===== config.mk =====
export PLATFORM = sky130hd
export DESIGN_NAME = beat_sequencer_flat
export DESIGN_NICKNAME = d
export VERILOG_FILES = /design/src/hdl/axis_pkg.sv /design/src/hdl/stream_cmd_if.sv /design/src/hdl/beat_sequencer.sv /design/src/flat_wrapper.sv
export SDC_FILE = /design/constraint.sdc
export NUM_CORES = 1
export LEC_CHECK = 0
export ABC_AREA = 1
export BUFFER_PORTS_ARGS = -buffer_cell sky130_fd_sc_hd__buf_2
export CAP_MARGIN = 5
export CELL_PAD_IN_SITES_DETAIL_PLACEMENT = 0
export CELL_PAD_IN_SITES_GLOBAL_PLACEMENT = 1
export CORE_ASPECT_RATIO = 1.75
export CORE_MARGIN = 1
export CORE_UTILIZATION = 38
export DETAILED_ROUTE_END_ITERATION = 7
export HOLD_SLACK_MARGIN = 0.05
export PLACE_DENSITY = 0.88
export SYNTH_ARGS = -nofsm -noshare
export SYNTH_HDL_FRONTEND = slang
export SYNTH_SLANG_ARGS = --single-unit

===== constraint.sdc =====
create_clock -name clock -period 3.8 [get_ports clock]
set_input_delay 0.19 -clock clock [delete_from_list [all_inputs] [get_ports clock]]
set_output_delay 0.19 -clock clock [all_outputs]
set_load 0.03 [all_outputs]

===== src/hdl/axis_pkg.sv =====
package axis_pkg;

    //////////////////////////////////////////////////
    // Stream and buffer sizes
    //////////////////////////////////////////////////
    localparam int DATA_BYTES = 4;
    localparam int DATA_WIDTH = 8 * DATA_BYTES;

    // 1024-byte buffer
    localparam int ADDR_WIDTH = 10;

    // Lengths run from 1 up to the full buffer
    localparam int LEN_WIDTH  = 11;
    localparam int DEST_WIDTH = 2;

    //////////////////////////////////////////////////
    // Common types
    //////////////////////////////////////////////////
    typedef logic [ADDR_WIDTH-1:0] byte_addr_t;
    typedef logic [LEN_WIDTH-1:0]  byte_len_t;
    typedef logic [DEST_WIDTH-1:0] dest_t;

    // Lane i sits in bits 8i+7 down to 8i
    typedef logic [DATA_WIDTH-1:0] data_t;
    typedef logic [DATA_BYTES-1:0] keep_t;

    // Sequencer states
    typedef enum logic [1:0] {
        SEQ_IDLE,
        SEQ_SEND,
        SEQ_DONE
    } seq_state_t;

endpackage


===== src/hdl/stream_cmd_if.sv =====
`timescale 1ns/1ps

interface stream_cmd_if;
    import axis_pkg::*;

    // One-cycle pulse that launches a packet
    logic       start;

    // Command fields, stable from start until done
    byte_addr_t src_addr;
    byte_len_t  len;
    dest_t      dest;

    // Pulse in the cycle after the tlast transfer
    logic       done;

    modport cmd_source (
        output start,
        output src_addr,
        output len,
        output dest,
        input  done
    );

    modport cmd_sink (
        input  start,
        input  src_addr,
        input  len,
        input  dest,
        output done
    );

endinterface


===== src/hdl/beat_sequencer.sv =====
`timescale 1ns/1ps

module beat_sequencer (
    input  logic                  clock,
    input  logic                  rst,
    stream_cmd_if.cmd_sink        cmd,
    output axis_pkg::byte_addr_t  rd_addr,
    input  axis_pkg::data_t       rd_data,
    input  logic                  tready,
    output logic                  tvalid,
    output axis_pkg::data_t       tdata,
    output axis_pkg::keep_t       tkeep,
    output logic                  tlast,
    output axis_pkg::dest_t       tdest
);
    import axis_pkg::*;

    seq_state_t state;
    byte_addr_t addr_q;
    byte_len_t  remain_q;
    byte_len_t  remain_next;
    byte_len_t  beat_len;
    logic       xfer;
    logic       first;
    logic       load;

    // Low n lanes set, all four when n is 4 or more
    function automatic keep_t keep_mask(input byte_len_t n);
        keep_t mask;
        for (int i = 0; i < DATA_BYTES; i++)
        begin
            mask[i] = (n > byte_len_t'(i));
        end
        return mask;
    endfunction

    assign xfer        = tvalid && tready;
    assign first       = (state == SEQ_IDLE) && cmd.start;
    assign load        = first || ((state == SEQ_SEND) && xfer && !tlast);
    assign remain_next = remain_q - byte_len_t'(DATA_BYTES);

    // Bytes left counting the beat being loaded
    assign beat_len = first ? cmd.len : remain_next;

    // Next beat is read ahead so it loads on the transfer edge
    assign rd_addr = (state == SEQ_IDLE) ? cmd.src_addr : addr_q;

    assign cmd.done = (state == SEQ_DONE);

    //////////////////////////////////////////////////
    // Sequencer FSM
    //////////////////////////////////////////////////
    always_ff @(posedge clock)
    begin
        if (rst)
        begin
            state    <= SEQ_IDLE;
            tvalid   <= 1'b0;
            tlast    <= 1'b0;
            remain_q <= '0;
        end
        else
        begin
            case (state)
                SEQ_IDLE:
                begin
                    if (cmd.start)
                    begin
                        state <= SEQ_SEND;
                        tvalid <= 1'b1;
                    end
                end
                SEQ_SEND:
                begin
                    if (xfer && tlast)
                    begin
                        state  <= SEQ_DONE;
                        tvalid <= 1'b0;
                        tlast  <= 1'b0;
                    end
                end
                SEQ_DONE:
                begin
                    state <= SEQ_IDLE;
                end
                default:
                begin
                    state <= SEQ_IDLE;
                end
            endcase

            if (load)
            begin
                tlast    <= (beat_len <= byte_len_t'(DATA_BYTES));
                remain_q <= beat_len;
            end
        end
    end

    //////////////////////////////////////////////////
    // Beat payload
    //////////////////////////////////////////////////
    always_ff @(posedge clock)
    begin
        if (load)
        begin
            tdata  <= rd_data;
            tkeep  <= keep_mask(beat_len);
            addr_q <= rd_addr + byte_addr_t'(DATA_BYTES);
        end
        // Route value is fixed for the whole packet
        if (first)
        begin
            tdest <= cmd.dest;
        end
    end

endmodule


===== src/flat_wrapper.sv =====
// flat-port wrapper written by rule: the top's interface ports become plain ports
module beat_sequencer_flat import axis_pkg::*;
  (clock, rst, rd_addr, rd_data, tready, tvalid, tdata, tkeep, tlast, tdest, cmd_start, cmd_src_addr, cmd_len, cmd_dest, cmd_done);
  stream_cmd_if cmd_i ();
  input  logic clock;
  input  logic rst;
  output axis_pkg::byte_addr_t rd_addr;
  input  axis_pkg::data_t rd_data;
  input  logic tready;
  output logic tvalid;
  output axis_pkg::data_t tdata;
  output axis_pkg::keep_t tkeep;
  output logic tlast;
  output axis_pkg::dest_t tdest;
  input wire logic [$bits(cmd_i.start)-1:0] cmd_start;
  input wire logic [$bits(cmd_i.src_addr)-1:0] cmd_src_addr;
  input wire logic [$bits(cmd_i.len)-1:0] cmd_len;
  input wire logic [$bits(cmd_i.dest)-1:0] cmd_dest;
  output wire logic [$bits(cmd_i.done)-1:0] cmd_done;
  assign cmd_i.start = cmd_start;
  assign cmd_i.src_addr = cmd_src_addr;
  assign cmd_i.len = cmd_len;
  assign cmd_i.dest = cmd_dest;
  assign cmd_done = cmd_i.done;
  beat_sequencer u_core (.clock(clock), .rst(rst), .cmd(cmd_i), .rd_addr(rd_addr), .rd_data(rd_data), .tready(tready), .tvalid(tvalid), .tdata(tdata), .tkeep(tkeep), .tlast(tlast), .tdest(tdest));
endmodule

==> run_results.csv <==
group,metric,value,unit
outcome,outcome,"finished, final reports clean",
synthesis,synth_top_area_cell,"edfxtp_1",
placement,dp_cells,443,
timing,slew_viol_final,0,
timing,fin_ws,1.714,ns
finish,finalInstanceArea,3930,um^2
grt,grt_max_degree,34,
cts,clk_latency,0.33,ns
finish,finalNetCount,465,
timing,rsz0062_at_grt,"no",
placement,port_buffers,109,
cts,cts_tree,"done",
timing,fmax,0.4793,GHz
synthesis,yosysWarnings,0,
critical_path,critPathSlowestCell,"nor2_4",
power,p_seq_frac,0.418,
synthesis,synthDistinctLibCells,24,
cts,postCtsSetupBuffers,0,
cts,path_clk_slew,0.05,ns
cts,cts_buffer_depth,2,
drt,first_pass_iters,4,
finish,final_util,0.5774,
timing,hold_violations,0,
placement,place_area,3299,um^2
cts,cts_buffers,9,
synthesis,async_flop_share,0,
synthesis,ys_ff_latch,63,
synthesis,synth_area_per_cell,10.53,um^2
timing,setup_viol,0,
synthesis,yosys-top-cells-area,"edfxtp_1 54%, dfxtp_1 11%, nand2_1 7.9%",
power,clockPowerShare,0.397,
grt,grt_pass1_vias,2379,
die,initial_core_util,0.3897,
power,total_leakage_power,1.798,nW
grt,grt_overflow,0,
critical_path,crit_fanout,23,
drt,drtAntennaViolNets,0,
synthesis,syn_inst,252,
power,p_total,1.980,mW
grt,antenna_found_initial,0,
timing,skew,0.005267,ns
drt,via_per_inst,4.700,
cts,cts_root_buffer,"clkbuf_16",
drt,vias,2317,
timing,relSlewSlack,0.7433,
timing,fin_crit_sh,0.5490,
finish,fillers,609,
die,dieHeight,112.5,um
finish,instances_no_fill,493,
power,peakVddDrop,0.3456,mV
placement,dp_slack,1.736,ns
die,core,6807,um^2
drt,drtIter0Drc,111,
drt,routed_wl,6964,um
die,num_rows,40,
timing,setup_tns,0,ns
die,fp.dieArea,7332,um^2
power,swShare,0.2746,
finish,syn_to_final_growth,48.16,%
die,die_x,65.16,um
power,p_switching,0.5437,mW
drt,drcViolationCount,0,
critical_path,slowest_delay,0.35,ns
finish,drive_gt1_frac,0.3325,
placement,gp_congestion,0.8160,
placement,dpl.hpwl,4908,um
power,intPower,1.436,mW
cts,clock_sinks,63,
grt,track_usage,0.2066,
power,p_per_area,503.8,nW/um^2
die,io_pins,110,
synthesis,synth_edf_count,48,
finish,antenna_cells,0,
power,combPwrFrac,0.185,
job,cap_viol_max_count,0,
critical_path,cp_data_required_time,3.85,ns
hold_path,min_path_type,"in -> reg",
critical_path,cp.arrival,2.14,ns
cts,htree_levels,3,
synthesis,synth.top_cell.area_share,0.5434,
timing,layout_min_cycle_time,2.086,ns
timing,hold_ws,0.1245,ns
critical_path,worst_setup_path_start_kind,"flop",
synthesis,seq_area_frac_synth,0.6566,
grt,grt_pass1_wl,11160,um
synthesis,syn_nets,313,
critical_path,crit_type,"reg -> reg",
synthesis,synthFlopType,"edfxtp_1",
synthesis,syn_area,2653,um^2
drt,wl_per_cell,14.13,um
timing,max_slew.worst_pin.slew,0.3842,ns
critical_path,end_kind,"flop",
critical_path,path_cells,"nor2_4, nand2_4, or2_1, a21oi_1, nand3_1, nor2_2, nand4_1",
==> what timing repair did <==
action	4_1_cts	5_1_grt
hold buffers	34	0
endpoints found under the hold margin	34	0
resized for setup	0	0
==> routing by layer <==
metal	up-vias	track usage	part of all wire	routed length [um]
met3	21	0.05081	0.042	294
met1	1072	0.2070	0.34	2381
li1	1146	-	-	-
met2	78	0.3771	0.58	4013
met4	0	0.1130	0.039	274
met5	-	0	0	0
==> power by group through the flow <==
stage / Combinational, mW / Clock [mW] / Sequential [mW]
5_1_grt: 0.405 / 0.827 / 0.833
6_report: 0.366 / 0.786 / 0.828
2_1_floorplan: 0.175 / 0 / 0.890
4_1_cts: 0.366 / 0.802 / 0.828
3_5_place_dp: 0.335 / 0 / 0.841
3_3_place_gp: 0.330 / 0 / 0.839
==> final timing paths <==
check | startpoint | end | slack, ns | cells past startpoint
worst max register to register | u_core.state[1] | u_core.tkeep[0] | 1.71 | 7
worst min-delay path | rst | u_core.tvalid | 0.12 | 2
worst max-delay path | u_core.state[1] | u_core.tkeep[0] | 1.71 | 7
worst min register to register | u_core.tvalid | u_core.tvalid | 0.50 | 2
==> placed cells by master (no fill, tap or decap), types with 9 or more instances in the layout <==
cell / instances
dfxtp_1: 15
edfxtp_1: 48
buf_2: 109
clkbuf_16: 9
dlygate4sd3_1: 34
nand3_1: 17
o21ai_0: 17
nor2_1: 17
a21oi_1: 9
inv_1: 38
nand2_1: 56
==> critical path, delay by kind of cell, from the launching register on <==
kind / cells / cell delay (ns)
and+or+nand+nor: 6 / 1.29
DFF: 1 / 0.34
AOI/OAI and AO/OA: 1 / 0.18
==> cell families after synthesis <==
logic type,Yosys count,synth area share
adders and majority gates,2,0.009432
and+or+nand+nor,102,0.1670
muxes,2,0.008490
DFF,63,0.6566
xor gates and xnor gates,6,0.01981
AOI/OAI and AO/OA,35,0.07500
buffers and inverters,42,0.06368
==> area by class of cell <==
class / count / area, um^2 / area share
clock buffer: 10 / 229.0 / 0.05826
clock inverter: 6 / 61.31 / 0.01560
inverter: 38 / 142.6 / 0.03629
multi-input combinational: 147 / 749.5 / 0.1907
sequential: 63 / 1742 / 0.4432
tap: 84 / 105.1 / 0.02674
timing repair buffer: 145 / 900.9 / 0.2292
==> Yosys cell counts, types with 3 or more instances <==
cell type and n:
o21ai_0 17, inv_1 38, nand3_1 17, xor2_1 6, or2_1 4, nor2_1 17, edfxtp_1 48, a21oi_1 9
o211ai_1 5, dfxtp_1 15, nand2_1 56, buf_2 3
==> sequential cells by signal (all words and copies together) (netlist names) <==
signal and flops:
u_core.tdata 32, u_core.remain_q 11, u_core.addr_q 10, u_core.tkeep 4
u_core.state 2, u_core.tdest 2, u_core.tlast 1, u_core.tvalid 1
(Power assumes the default switching activity.)
